==> config.mk <==
export PLATFORM = sky130hd
export DESIGN_NAME = logger_top
export DESIGN_NICKNAME = d
export VERILOG_FILES = /design/src/design/logger_pkg.sv /design/src/design/mem_cmd_if.sv /design/src/design/mem_port_mux.sv /design/src/design/memory_cleanup.sv /design/src/design/sample_recorder.sv /design/src/design/serial_dump.sv /design/src/design/logger_sequencer.sv /design/src/design/logger_top.sv
export VERILOG_INCLUDE_DIRS = /design/src /design/src/include
export SDC_FILE = /design/constraint.sdc
export NUM_CORES = 1
export LEC_CHECK = 0
export ABC_AREA = 1
export BUFFER_PORTS_ARGS = -buffer_cell sky130_fd_sc_hd__buf_2
export CORE_UTILIZATION = 39
export CTS_CLUSTER_DIAMETER = 60
export DETAILED_ROUTE_END_ITERATION = 8
export GPL_TIMING_DRIVEN = 1
export SKIP_CTS_REPAIR_TIMING = 1
export SLEW_MARGIN = 25
export SYNTH_ARGS = -nofsm -noshare
export SYNTH_HDL_FRONTEND = slang
export SYNTH_SLANG_ARGS = --single-unit
export TNS_END_PERCENT = 5
==> constraint.sdc <==
create_clock -name clk100 -period 3.59 [get_ports clk100]
set_input_delay 0.359 -clock clk100 [delete_from_list [all_inputs] [get_ports clk100]]
set_output_delay 0.359 -clock clk100 [all_outputs]
set_load 0.05 [all_outputs]
==> src/include/logger_config.svh <==
`ifndef LOGGER_CONFIG_SVH
`define LOGGER_CONFIG_SVH

// memory geometry, shrunk for simulation (board uses 23 bits)
`define LOGGER_ADDR_W   5
`define LOGGER_MEM_LAST 31  // cleanup sweeps 0 up to here
`define LOGGER_WORD_W   32

// log region starts at address 0
`define LOGGER_LOG_LAST 15

// first byte of every dumped meter group
`define LOGGER_DUMP_HDR 8'h0A

`endif

==> src/design/logger_pkg.sv <==
package logger_pkg;

	// which engine owns the memory port
	typedef enum logic [2:0] {
		ph_idle,
		ph_cleanup,
		ph_record,
		ph_dump,
		ph_done
	} phase_t;

	typedef enum logic [2:0] {
		main_cleanup,
		main_wait_rec,
		main_record,
		main_wait_dump,
		main_dump,
		main_done,
		main_fault
	} main_state_t;

	typedef enum logic [2:0] {
		cl_write,
		cl_write_wait,
		cl_read,
		cl_check,
		cl_finished,  // also the resting state
		cl_fault
	} cleanup_state_t;

	typedef enum logic [2:0] {
		rec_idle,
		rec_start,
		rec_convert,
		rec_save,
		rec_done
	} rec_state_t;

	typedef enum logic [2:0] {
		dmp_idle,
		dmp_read,
		dmp_wait_word,
		dmp_send,
		dmp_next,
		dmp_done
	} dump_state_t;

	// bit 1 of a log word
	typedef enum logic {
		kind_meter = 1'b0,
		kind_logic = 1'b1  // logic-analyzer words, reserved
	} word_kind_t;

endpackage

==> src/design/mem_cmd_if.sv <==
`timescale 1ns/1ps
`include "logger_config.svh"

// one memory client, command side plus read return
interface mem_cmd_if;
	logic                      en;     // one-cycle command strobe
	logic                      wr;     // 1 = write
	logic [`LOGGER_ADDR_W-1:0] addr;
	logic [`LOGGER_WORD_W-1:0] wdata;
	logic                      ready;  // level, low while a command runs
	logic [`LOGGER_WORD_W-1:0] rdata;
	logic                      rvalid; // one-cycle read return

	modport client (
		output en, wr, addr, wdata,
		input  ready, rdata, rvalid
	);

	modport host (
		input  en, wr, addr, wdata,
		output ready, rdata, rvalid
	);
endinterface

==> src/design/mem_port_mux.sv <==
`timescale 1ns/1ps
`include "logger_config.svh"

module mem_port_mux (
	input  logic                      clk100,
	input  logic                      rst_p,
	input  logger_pkg::phase_t        i_owner,
	mem_cmd_if.host                   cleanup_port,
	mem_cmd_if.host                   record_port,
	mem_cmd_if.host                   dump_port,
	output logic                      o_mem_en,
	output logic                      o_mem_wr,
	output logic [`LOGGER_ADDR_W-1:0] o_mem_addr,
	output logic [`LOGGER_WORD_W-1:0] o_mem_wdata,
	input  logic                      i_mem_ready,
	input  logic [`LOGGER_WORD_W-1:0] i_mem_rdata,
	input  logic                      i_mem_rvalid
);

	logic                      sel_en;
	logic                      sel_wr;
	logic [`LOGGER_ADDR_W-1:0] sel_addr;
	logic [`LOGGER_WORD_W-1:0] sel_wdata;
	logic                      own_cl, own_rec, own_dmp;
	logic                      ready_fwd;

	assign own_cl  = (i_owner == logger_pkg::ph_cleanup);
	assign own_rec = (i_owner == logger_pkg::ph_record);
	assign own_dmp = (i_owner == logger_pkg::ph_dump);

	always_comb begin
		sel_en    = 1'b0;
		sel_wr    = cleanup_port.wr;
		sel_addr  = cleanup_port.addr;
		sel_wdata = cleanup_port.wdata;
		if (own_cl) begin
			sel_en = cleanup_port.en;
		end else if (own_rec) begin
			sel_en    = record_port.en;
			sel_wr    = record_port.wr;
			sel_addr  = record_port.addr;
			sel_wdata = record_port.wdata;
		end else if (own_dmp) begin
			sel_en    = dump_port.en;
			sel_wr    = dump_port.wr;
			sel_addr  = dump_port.addr;
			sel_wdata = dump_port.wdata;
		end
	end

	//////////////////////////////////////////////////
	// command register toward the controller
	always_ff @(posedge clk100 or posedge rst_p) begin
		if (rst_p) begin
			o_mem_en <= 1'b0;
		end else begin
			o_mem_en <= sel_en;
		end
	end

	always_ff @(posedge clk100) begin
		o_mem_wr    <= sel_wr;
		o_mem_addr  <= sel_addr;
		o_mem_wdata <= sel_wdata;
	end

	// the controller drops ready only after it sees the registered strobe,
	// so hide ready from the client during that one cycle
	assign ready_fwd = i_mem_ready & ~o_mem_en;

	assign cleanup_port.ready  = ready_fwd & own_cl;
	assign cleanup_port.rvalid = i_mem_rvalid & own_cl;
	assign cleanup_port.rdata  = own_cl ? i_mem_rdata : '0;
	assign record_port.ready   = ready_fwd & own_rec;
	assign record_port.rvalid  = i_mem_rvalid & own_rec;
	assign record_port.rdata   = own_rec ? i_mem_rdata : '0;
	assign dump_port.ready     = ready_fwd & own_dmp;
	assign dump_port.rvalid    = i_mem_rvalid & own_dmp;
	assign dump_port.rdata     = own_dmp ? i_mem_rdata : '0;

	// controller must still be ready when the delayed strobe arrives
	a_en_ready: assert property (@(posedge clk100) disable iff (rst_p)
		o_mem_en |-> i_mem_ready);

endmodule

==> src/design/memory_cleanup.sv <==
`timescale 1ns/1ps
`include "logger_config.svh"

module memory_cleanup (
	input  logic       clk100,
	input  logic       rst_p,
	input  logic       i_go,
	mem_cmd_if.client  mem,
	output logic       o_finished,
	output logic       o_fault
);

	localparam logic [`LOGGER_ADDR_W-1:0] mem_last = `LOGGER_MEM_LAST;

	logger_pkg::cleanup_state_t state;
	logic [`LOGGER_ADDR_W-1:0]  addr;

	// strobe straight from state and ready
	assign mem.en    = ((state == logger_pkg::cl_write) || (state == logger_pkg::cl_read))
		&& mem.ready;
	assign mem.wr    = (state == logger_pkg::cl_write);
	assign mem.addr  = addr;
	assign mem.wdata = '0;

	always_ff @(posedge clk100 or posedge rst_p) begin
		if (rst_p) begin
			state      <= logger_pkg::cl_finished;
			addr       <= '0;
			o_finished <= 1'b0;
			o_fault    <= 1'b0;
		end else begin
			o_finished <= 1'b0;
			case (state)
				logger_pkg::cl_finished: begin
					if (i_go) begin
						addr  <= '0;
						state <= logger_pkg::cl_write;
					end
				end
				logger_pkg::cl_write: begin
					if (mem.ready) state <= logger_pkg::cl_write_wait;
				end
				logger_pkg::cl_write_wait: begin
					if (mem.ready) state <= logger_pkg::cl_read; // write done
				end
				logger_pkg::cl_read: begin
					if (mem.ready) state <= logger_pkg::cl_check;
				end
				logger_pkg::cl_check: begin
					if (mem.rvalid) begin
						if (mem.rdata != '0) begin
							o_fault <= 1'b1;
							state   <= logger_pkg::cl_fault;
						end else if (addr == mem_last) begin
							o_finished <= 1'b1;
							state      <= logger_pkg::cl_finished;
						end else begin
							addr  <= addr + 1'b1;
							state <= logger_pkg::cl_write;
						end
					end
				end
				default: ; // fault, frozen until reset
			endcase
		end
	end

	// sweep steps one word at a time and never wraps past the last address
	a_addr_range: assert property (@(posedge clk100) disable iff (rst_p)
		(addr != $past(addr)) && ($past(state) != logger_pkg::cl_finished)
		|-> ($past(addr) != mem_last) && (addr == $past(addr) + 1'b1));

endmodule

==> src/design/sample_recorder.sv <==
`timescale 1ns/1ps
`include "logger_config.svh"

module sample_recorder (
	input  logic        clk100,
	input  logic        rst_p,
	input  logic        i_go,
	input  logic        i_stop,
	mem_cmd_if.client   mem,
	output logic        o_meter_start,
	input  logic        i_meter_busy,
	input  logic [11:0] i_meter_v,
	input  logic [11:0] i_meter_i,
	output logic        o_finished
);

	localparam logic [`LOGGER_ADDR_W-1:0] log_last = `LOGGER_LOG_LAST;

	logger_pkg::rec_state_t    state;
	logic [`LOGGER_ADDR_W-1:0] addr;
	logic [1:0]                hold;     // busy may lag start by two cycles
	logic                      stop_req;
	logic [`LOGGER_WORD_W-1:0] log_word;
	logic [7:0]                sum;

	assign sum = i_meter_v[11:4] + {i_meter_v[3:0], i_meter_i[11:8]} + i_meter_i[7:0];

	assign mem.en    = (state == logger_pkg::rec_save) && mem.ready;
	assign mem.wr    = 1'b1;
	assign mem.addr  = addr;
	assign mem.wdata = log_word;

	always_ff @(posedge clk100 or posedge rst_p) begin
		if (rst_p) begin
			state         <= logger_pkg::rec_idle;
			addr          <= '0;
			hold          <= '0;
			stop_req      <= 1'b0;
			o_meter_start <= 1'b0;
			o_finished    <= 1'b0;
		end else begin
			o_meter_start <= 1'b0;
			o_finished    <= 1'b0;
			if (i_stop) stop_req <= 1'b1;
			case (state)
				logger_pkg::rec_idle: begin
					if (i_go) begin
						addr     <= '0;
						stop_req <= 1'b0;
						state    <= logger_pkg::rec_start;
					end
				end
				logger_pkg::rec_start: begin
					if (stop_req) begin
						state <= logger_pkg::rec_done;
					end else begin
						o_meter_start <= 1'b1;
						hold          <= 2'd2;
						state         <= logger_pkg::rec_convert;
					end
				end
				logger_pkg::rec_convert: begin
					if (hold != 2'd0) begin
						hold <= hold - 1'b1;
					end else if (!i_meter_busy) begin
						state <= stop_req ? logger_pkg::rec_done : logger_pkg::rec_save;
					end
				end
				logger_pkg::rec_save: begin
					if (mem.ready) begin // accepted, next conversion overlaps the write
						if (addr == log_last) begin
							state <= logger_pkg::rec_done;
						end else begin
							addr  <= addr + 1'b1;
							state <= logger_pkg::rec_start;
						end
					end
				end
				default: begin // done, let a write in flight finish
					if (mem.ready) begin
						o_finished <= 1'b1;
						state      <= logger_pkg::rec_idle;
					end
				end
			endcase
		end
	end

	// pack v, i, checksum, kind, valid
	always_ff @(posedge clk100) begin
		if (state == logger_pkg::rec_convert && hold == 2'd0 && !i_meter_busy)
			log_word <= {i_meter_v, i_meter_i, sum[5:0], logger_pkg::kind_meter, 1'b1};
	end

endmodule

==> src/design/serial_dump.sv <==
`timescale 1ns/1ps
`include "logger_config.svh"

module serial_dump (
	input  logic       clk100,
	input  logic       rst_p,
	input  logic       i_go,
	mem_cmd_if.client  mem,
	input  logic       i_tx_ready,
	output logic       o_tx_en,
	output logic [7:0] o_tx_byte,
	output logic       o_finished
);

	localparam logic [`LOGGER_ADDR_W-1:0] log_last = `LOGGER_LOG_LAST;

	logger_pkg::dump_state_t   state;
	logic [`LOGGER_ADDR_W-1:0] addr;
	logic [`LOGGER_WORD_W-1:0] word;
	logic [2:0]                byte_idx;
	logic                      skip;  // transmitter needs a cycle to drop ready

	assign mem.en    = (state == logger_pkg::dmp_read) && mem.ready;
	assign mem.wr    = 1'b0;
	assign mem.addr  = addr;
	assign mem.wdata = '0;

	assign o_tx_en = (state == logger_pkg::dmp_send) && i_tx_ready && !skip;

	always_comb begin
		case (byte_idx)
			3'd0:    o_tx_byte = `LOGGER_DUMP_HDR;
			3'd1:    o_tx_byte = {4'b0000, word[31:28]};
			3'd2:    o_tx_byte = word[27:20];
			3'd3:    o_tx_byte = {4'b0000, word[19:16]};
			3'd4:    o_tx_byte = word[15:8];
			default: o_tx_byte = {2'b00, word[7:2]}; // checksum
		endcase
	end

	//////////////////////////////////////////////////
	// read one word, send six bytes, move on
	always_ff @(posedge clk100 or posedge rst_p) begin
		if (rst_p) begin
			state      <= logger_pkg::dmp_idle;
			addr       <= '0;
			byte_idx   <= '0;
			skip       <= 1'b0;
			o_finished <= 1'b0;
		end else begin
			o_finished <= 1'b0;
			skip       <= o_tx_en;
			case (state)
				logger_pkg::dmp_idle: begin
					if (i_go) begin
						addr  <= '0;
						state <= logger_pkg::dmp_read;
					end
				end
				logger_pkg::dmp_read: begin
					if (mem.ready) state <= logger_pkg::dmp_wait_word;
				end
				logger_pkg::dmp_wait_word: begin
					if (mem.rvalid) begin
						byte_idx <= '0;
						// valid bit clear marks the end of the log
						state    <= mem.rdata[0] ? logger_pkg::dmp_send : logger_pkg::dmp_done;
					end
				end
				logger_pkg::dmp_send: begin
					if (o_tx_en) begin
						if (byte_idx == 3'd5) state <= logger_pkg::dmp_next;
						else byte_idx <= byte_idx + 1'b1;
					end
				end
				logger_pkg::dmp_next: begin
					if (addr == log_last) begin
						state <= logger_pkg::dmp_done;
					end else begin
						addr  <= addr + 1'b1;
						state <= logger_pkg::dmp_read;
					end
				end
				default: begin
					o_finished <= 1'b1;
					state      <= logger_pkg::dmp_idle;
				end
			endcase
		end
	end

	always_ff @(posedge clk100) begin
		if (state == logger_pkg::dmp_wait_word && mem.rvalid) word <= mem.rdata;
	end

	// next word is read only once the previous group is fully out
	a_group_done: assert property (@(posedge clk100) disable iff (rst_p)
		mem.en |-> (addr == '0) || (byte_idx == 3'd5));

endmodule

==> src/design/logger_sequencer.sv <==
`timescale 1ns/1ps

module logger_sequencer (
	input  logic               clk100,
	input  logic               rst_p,
	input  logic               i_button,
	input  logic               i_cleanup_finished,
	input  logic               i_cleanup_fault,
	input  logic               i_record_finished,
	input  logic               i_dump_finished,
	output logic               o_go_cleanup,
	output logic               o_go_record,
	output logic               o_stop_record,
	output logic               o_go_dump,
	output logger_pkg::phase_t o_owner,
	output logic               o_fault,
	output logic               o_done
);

	logger_pkg::main_state_t state;
	logic                    launched; // cleanup kicked off once after reset

	assign o_go_cleanup = (state == logger_pkg::main_cleanup) && !launched;

	always_comb begin
		case (state)
			logger_pkg::main_cleanup: o_owner = logger_pkg::ph_cleanup;
			logger_pkg::main_record:  o_owner = logger_pkg::ph_record;
			logger_pkg::main_dump:    o_owner = logger_pkg::ph_dump;
			logger_pkg::main_done:    o_owner = logger_pkg::ph_done;
			default:                  o_owner = logger_pkg::ph_idle;
		endcase
	end

	always_ff @(posedge clk100 or posedge rst_p) begin
		if (rst_p) begin
			state         <= logger_pkg::main_cleanup;
			launched      <= 1'b0;
			o_go_record   <= 1'b0;
			o_stop_record <= 1'b0;
			o_go_dump     <= 1'b0;
			o_fault       <= 1'b0;
			o_done        <= 1'b0;
		end else begin
			launched      <= 1'b1;
			o_go_record   <= 1'b0;
			o_stop_record <= 1'b0;
			o_go_dump     <= 1'b0;
			case (state)
				logger_pkg::main_cleanup: begin // button ignored here
					if (i_cleanup_fault) begin
						o_fault <= 1'b1;
						state   <= logger_pkg::main_fault;
					end else if (i_cleanup_finished) begin
						state <= logger_pkg::main_wait_rec;
					end
				end
				logger_pkg::main_wait_rec: begin
					if (i_button) begin
						o_go_record <= 1'b1;
						state       <= logger_pkg::main_record;
					end
				end
				logger_pkg::main_record: begin
					if (i_record_finished) state <= logger_pkg::main_wait_dump;
					else if (i_button) o_stop_record <= 1'b1;
				end
				logger_pkg::main_wait_dump: begin
					if (i_button) begin
						o_go_dump <= 1'b1;
						state     <= logger_pkg::main_dump;
					end
				end
				logger_pkg::main_dump: begin
					if (i_dump_finished) begin
						o_done <= 1'b1;
						state  <= logger_pkg::main_done;
					end
				end
				default: ; // done or fault, stays until reset
			endcase
		end
	end

	a_one_go: assert property (@(posedge clk100) disable iff (rst_p)
		$onehot0({o_go_cleanup, o_go_record, o_go_dump}));

endmodule

==> src/design/logger_top.sv <==
`timescale 1ns/1ps
`include "logger_config.svh"

module logger_top (
	input  logic                      clk100,
	input  logic                      rst_p,
	input  logic                      i_button,
	input  logic                      i_mem_ready,
	input  logic [`LOGGER_WORD_W-1:0] i_mem_rdata,
	input  logic                      i_mem_rvalid,
	input  logic                      i_meter_busy,
	input  logic [11:0]               i_meter_v,
	input  logic [11:0]               i_meter_i,
	input  logic                      i_tx_ready,
	output logic                      o_mem_en,
	output logic                      o_mem_wr,
	output logic [`LOGGER_ADDR_W-1:0] o_mem_addr,
	output logic [`LOGGER_WORD_W-1:0] o_mem_wdata,
	output logic                      o_meter_start,
	output logic                      o_tx_en,
	output logic [7:0]                o_tx_byte,
	output logic                      o_fault,
	output logic                      o_done
);

	logic               go_cleanup, go_record, stop_record, go_dump;
	logic               cleanup_finished, cleanup_fault;
	logic               record_finished, dump_finished;
	logger_pkg::phase_t owner;

	mem_cmd_if cleanup_bus ();
	mem_cmd_if record_bus ();
	mem_cmd_if dump_bus ();

	//////////////////////////////////////////////////
	// phase control
	logger_sequencer u_sequencer (
		.clk100             (clk100),
		.rst_p              (rst_p),
		.i_button           (i_button),
		.i_cleanup_finished (cleanup_finished),
		.i_cleanup_fault    (cleanup_fault),
		.i_record_finished  (record_finished),
		.i_dump_finished    (dump_finished),
		.o_go_cleanup       (go_cleanup),
		.o_go_record        (go_record),
		.o_stop_record      (stop_record),
		.o_go_dump          (go_dump),
		.o_owner            (owner),
		.o_fault            (o_fault),
		.o_done             (o_done)
	);

	//////////////////////////////////////////////////
	// phase engines
	memory_cleanup u_cleanup (
		.clk100     (clk100),
		.rst_p      (rst_p),
		.i_go       (go_cleanup),
		.mem        (cleanup_bus.client),
		.o_finished (cleanup_finished),
		.o_fault    (cleanup_fault)
	);

	sample_recorder u_recorder (
		.clk100        (clk100),
		.rst_p         (rst_p),
		.i_go          (go_record),
		.i_stop        (stop_record),
		.mem           (record_bus.client),
		.o_meter_start (o_meter_start),
		.i_meter_busy  (i_meter_busy),
		.i_meter_v     (i_meter_v),
		.i_meter_i     (i_meter_i),
		.o_finished    (record_finished)
	);

	serial_dump u_dump (
		.clk100     (clk100),
		.rst_p      (rst_p),
		.i_go       (go_dump),
		.mem        (dump_bus.client),
		.i_tx_ready (i_tx_ready),
		.o_tx_en    (o_tx_en),
		.o_tx_byte  (o_tx_byte),
		.o_finished (dump_finished)
	);

	// single external memory port
	mem_port_mux u_mux (
		.clk100       (clk100),
		.rst_p        (rst_p),
		.i_owner      (owner),
		.cleanup_port (cleanup_bus.host),
		.record_port  (record_bus.host),
		.dump_port    (dump_bus.host),
		.o_mem_en     (o_mem_en),
		.o_mem_wr     (o_mem_wr),
		.o_mem_addr   (o_mem_addr),
		.o_mem_wdata  (o_mem_wdata),
		.i_mem_ready  (i_mem_ready),
		.i_mem_rdata  (i_mem_rdata),
		.i_mem_rvalid (i_mem_rvalid)
	);

endmodule

==> Yosys cells after proc, flatten, opt, wreduce, memory -nomap -nowiden <==
Index checks and enable logic that the tools add are counted.
{ "word_totals": {"reg_bits": 144, "in_bits": 63, "word_cells": 221, "out_inout_bits": 51} }
{ "classes": {"n_addsub": 7, "n_bitwise": 8, "n_mux": 81, "reduce_logical": 44, "n_eq_ne": 53} }
{ "ops": {"columns": ["operator", "count"], "rows": [
  ["$mux 3", 31],
  ["$mux 5", 12],
  ["$pmux 3 s5", 3],
  ["$pmux 8 s5", 1],
  ["$eq 3x2->1 const B", 12],
  ["$mux 32", 1],
  ["$ne 2x2->1 const B", 16],
  ["$reduce_bool 32->1", 1],
  ["$pmux 5 s2", 3],
  ["$mux 1", 24],
  ["$pmux 3 s4", 2],
  ["$eq 3x1->1 const B", 6],
  ["$eq 3x3->1 const B", 6],
  ["$ne 2x1->1 const B", 9],
  ["$add 5x1->5 const B", 3],
  ["$logic_not 3->1", 5],
  ["$reduce_and 5->1", 3],
  ["$add 6x6->6", 2],
  ["$reduce_and 6->1", 2],
  ["$reduce_bool 2->1", 6],
  ["$eq 5x4->1 const B", 2],
  ["$reduce_bool 5->1", 2],
  ["$logic_and 1x1->1", 9],
  ["$reduce_and 3->1", 3],
  ["other kinds (18)", 29]
]} }

==> Longest topological paths before layout <==
{ "depth": {"depth_word": 8, "depth_mapped": 11, "depth_no_buf": 11} }

==> Modules after synthesis <==
From an unflattened synthesis, not the netlist that was laid out.
{ "hier_totals": {"hier_cells": 1084, "hier_area_um2": 8167.8} }
{ "modules_own_cells": {"columns": ["mod", "area_per_inst_um2", "n_inst", "seq_area_each_um2", "cells_each"], "rows": [
  ["mem_port_mux", 2537.4, 1, 785.8, 481],
  ["serial_dump", 2190.9, 1, 1226.2, 225],
  ["sample_recorder", 2024.4, 1, 1226.2, 184],
  ["memory_cleanup", 955.9, 1, 251.5, 136],
  ["logger_sequencer", 459.2, 1, 225.2, 58]
]} }

==> Worst setup path before layout <==
No wires, ideal clock.
{ "synth_path": {"path_type": "register to register", "from": "register u_recorder.state[0]", "to": "register u_recorder.log_word[10] (netlist: u_recorder.mem.wdata[10]) (enable)", "path_slack_ns": 1.131, "required_time_ns": 3.173, "period_less_slack_ns": 2.459, "setup_ns": 0.417, "path_stages_with_launch": 6, "arrival_time_ns": 2.042, "path_buffers": 0, "cell_sequence": "dfrtp_1 > inv_1 > nand3_1 > inv_1 > nand2_1 > nor2_1"} }
{ "synth_via": {"elab_chain_len": 3} }
{ "synth_lines": {"columns": ["element", "line", "rtl"], "rows": [
  ["from (decl)", "sample_recorder.sv:19", "logger_pkg::rec_state_t state;"],
  ["from (signal assigned)", "sample_recorder.sv:35", "state <= logger_pkg::rec_idle;"],
  ["from (signal assigned)", "sample_recorder.sv:50", "state <= logger_pkg::rec_start;"],
  ["from (signal assigned)", "sample_recorder.sv:55", "state <= logger_pkg::rec_done;"],
  ["$eq 3x2->1", "sample_recorder.sv:91", "if (state == logger_pkg::rec_convert && hold == 2'd0 && !i_meter_busy)"],
  ["$logic_and 1x1->1 (2 in series)", "sample_recorder.sv:91", null],
  ["to (signal assigned)", "sample_recorder.sv:92", "log_word <= {i_meter_v, i_meter_i, sum[5:0], logger_pkg::kind_meter, 1'b1};"],
  ["to (decl)", "sample_recorder.sv:23", "logic [`LOGGER_WORD_W-1:0] log_word;"]
]} }
No other way between the ends.
A chain may end at the register's enable or synchronous reset.

==> Final worst setup path <==
{ "layout_path": {"from": "register u_dump.byte_idx[0]", "to": "output port o_tx_byte[1]"} }
{ "layout_via": {"elab_chain_len": 2, "elab_cells_between_ends": 6, "cone_classes": "4 x eq/ne; 1 x mux; 1 x reduce/logical"} }
{ "layout_lines": {"columns": ["element", "line", "rtl"], "rows": [
  ["from (decl)", "serial_dump.sv:20", "logic [2:0] byte_idx;"],
  ["from (signal assigned)", "serial_dump.sv:73", "else byte_idx <= byte_idx + 1'b1;"],
  ["$eq 3x3->1 (tied with other cells)", "serial_dump.sv:31", "case (byte_idx)"],
  ["$pmux 8 s5 *", "serial_dump.sv:31", null],
  ["to (decl)", "logger_top.sv:21", "output logic [7:0] o_tx_byte,"]
]} }
Every way passes the cells marked *; elsewhere a longest branch is shown, timed or not.

==> run metrics <==
Reg2Reg Depth 7; register area share after synthesis 59.1%; post-route design area 0.00765 sq mm; share of post-route cells with drive strength above 1 21.9%; CTS tree yes; first-pass iteration count of the detailed router 5; CP Class flop to primary output; worst r2r src u_sequencer.state[1]; Clk Latency, worst-skew pair 420 ps; cell area after placement 0.00706 sq mm; Post-Synth Simple-Gate Area 19.9%; initial antenna violation count 0; Critical Path AT 2340 ps; compound-gate portion of the synthesized area 6.24%; Yosys warnings 0; minimum clock period 2690 ps; antenna diode count 0; status finished clean; Min-Delay Path Class input pin to async pin; CTS H-Tree Depth 4; DP Worst Slack 1350 ps; Synth Area in Adders 5.12%; All-Layer GR Usage 16.9%; DRC 0; largest net degree at the start of global routing 47; Die Span X 129 um; initial DRC count 253; post-synthesis cell type count 46; largest family of logic cells by synthesized area simple AND/OR/NAND/NOR gates; CTS root buffer clkbuf_16; Syn Area/Cell 9.51 sq um; die footprint 0.0166 sq mm; Hold Fails Final Rpt 0; Die H 129 um; max-cap violations 0; crit share post-route 75.1%; Yosys top cell by area edfxtp_1; met1 WL 5890 um; gpl congestion 0.830; Max Clock Skew 4.99 ps; Rows 45; async set or reset register ratio after synthesis 32.2%; Synth Register Bits 143; hold_ws 88.7 ps; remaining global-route overflow 0; Slew Limit Headroom 60.2%; starting density of the core 40.6%; met3 WL post-DR 762 um; Worst R2R End u_dump.word[16]; CP endpoint kind primary output; Via density 4.55; synthesized instance count 658; number of global-route vias before repair 4,546; post-route setup TNS 0 ps; CP Launch Point u_dump.byte_idx[0]; Routed Antenna Nets 0; LEAKAGE 3.69 nW; Post-Route WL 12,900 um; Pwr per Cell Area 591 mW/mm^2; Nets 868; I/O pin count 114; Synth-to-Final Area Change 22.3%; DR vias 4,586; core area 0.0154 sq mm; Mapped Area 0.00626 sq mm; routed len/inst 12.8 um; Synth Area in XOR/XNOR 1.12%; I/O Buffers 112; Net Count, Synth 743; CTS clock-pin slew for the worst setup and hold paths 60 ps; CP Data Required Time 3230 ps; Sink Count 143; crit start category flop; CP max FO 9; Synth top area share 28.8%; slew of the pin with the lowest slew margin 597 ps; r2r setup slk 1510 ps; top sig layer met4; Max Fclk 0.371 GHz; mux contribution to synthesized area 0.160%; met2 wire length 6040 um; Post-synth EDFFs 60; Area contributors post-synth edfxtp_1 29%, dfrtp_1 18%, dfxtp_1 12%; ys flop type edfxtp_1; cts bufs inserted 17; fin. max-slew vios 0; final number of setup-violating endpoints 0; post-route setup slack 895 ps; first-pass GRT wire length 21,200 um; dpl hpwl 9300 um; unrepaired setup endpoints after global routing no; VDD IR max 0.326 mV; Max Buffers Root-to-Sink 2
==> placed cells by master, fill, tap and decap left out, types with 6 or more instances in the layout <==
master,count
inv_1,116
nand2_1,115
buf_2,112
nor2_1,105
edfxtp_1,60
dfrtp_1,45
dfxtp_1,37
o21ai_0,35
nand3_1,31
clkbuf_16,17
ha_1,16
a21oi_1,11
nand2_2,7
nand4_1,6
fa_1,6
==> worst max-delay path, stage by stage (launching register included) <==
cell and delay (ps):
dfrtp_1 380, inv_1 100, ha_1 200, nand2_1 70, clkinv_1 260, nor4_4 460, nand2_1 90, nand3_1 90
buf_2 260
==> area by class of cell <==
type                    instances  area (sq um)
clock inverters                11           114
fillers                      1464          7780
inverters                     124           468
multi-input cells             381          2050
flip-flops and latches        143          3690
repair buffers                116           591
clock buffers                  21           470
well taps                     211           264
==> how the worst max path moves through the flow <==
stage / endpoint / slack (ps) / depth (start not counted)
after floorplan: u_recorder.mem.wdata[10] / 1130 / 5
after CTS: o_tx_byte[1] / 850 / 8
after global placement: u_recorder.mem.wdata[7] / 1430 / 9
final: o_tx_byte[1] / 900 / 8
after detailed placement: o_tx_byte[1] / 1350 / 8
after global routing: o_tx_byte[4] / 690 / 8
==> flip-flops by register name (all words and copies together) (netlist names), 2 cells and up <==
name and count:
u_recorder.state 3, u_dump.byte_idx 3, u_cleanup.state 3, u_dump.mem.addr 5, u_sequencer.state 3, u_recorder.hold 2, u_mux.o_mem_wdata 31, u_dump.word 30
u_dump.state 3, u_cleanup.mem.addr 5, u_mux.o_mem_addr 5, u_recorder.mem.wdata 30, u_recorder.mem.addr 5
==> cells by family (layout without fill, tap and decap cells) <==
group                      count (synthesis)  in the layout
AOI/OAI and AO/OA                         66             66
xor gates and xnor gates                   8              8
adders and majority gates                 22             22
buffers and inverters                    134            272
DFF                                      143            143
muxes                                      1              1
other                                      2              2
and+or+nand+nor                          282            282
==> per-layer routing <==
layer	vias to the layer above	GRT usage [%]
li1	2331	-
met1	2124	20.4
met2	113	27.8
met3	18	6.11
met4	0	6.64
met5	-	0
==> report_power, final <==
part	switching (mW)	internal, mW
logic	0.668	0.274
registers	0.0537	1.80
clock network	0.657	1.07
==> per-stage QoR <==
step	total power [mW]	instances	util (%)
after global routing	4.76	1007	49.6
after detailed placement	2.82	975	45.8
after global placement	2.80	975	45.8
final	4.52	1007	49.6
after CTS	4.57	1007	49.6
after floorplan	2.59	658	-
==> synthesized netlist by cell type, types with 2 or more instances <==
master	number
nor2_1	106
buf_1	3
o211ai_1	2
conb_1	2
fa_1	6
o21ai_2	2
nand3_4	2
nor2_2	3
a221oi_1	5
o21bai_1	2
xor2_1	5
inv_2	5
dfxtp_1	37
nand3_1	31
buf_2	6
nor3_1	3
inv_1	117
xnor2_1	3
o21ai_0	35
o22ai_1	2
ha_1	16
nand4_1	6
a21oi_1	11
edfxtp_1	60
dfrtp_1	45
o31ai_1	2
nand2_2	7
a22o_1	2
nand2_1	115
Power figures use the tool's default switching activity.
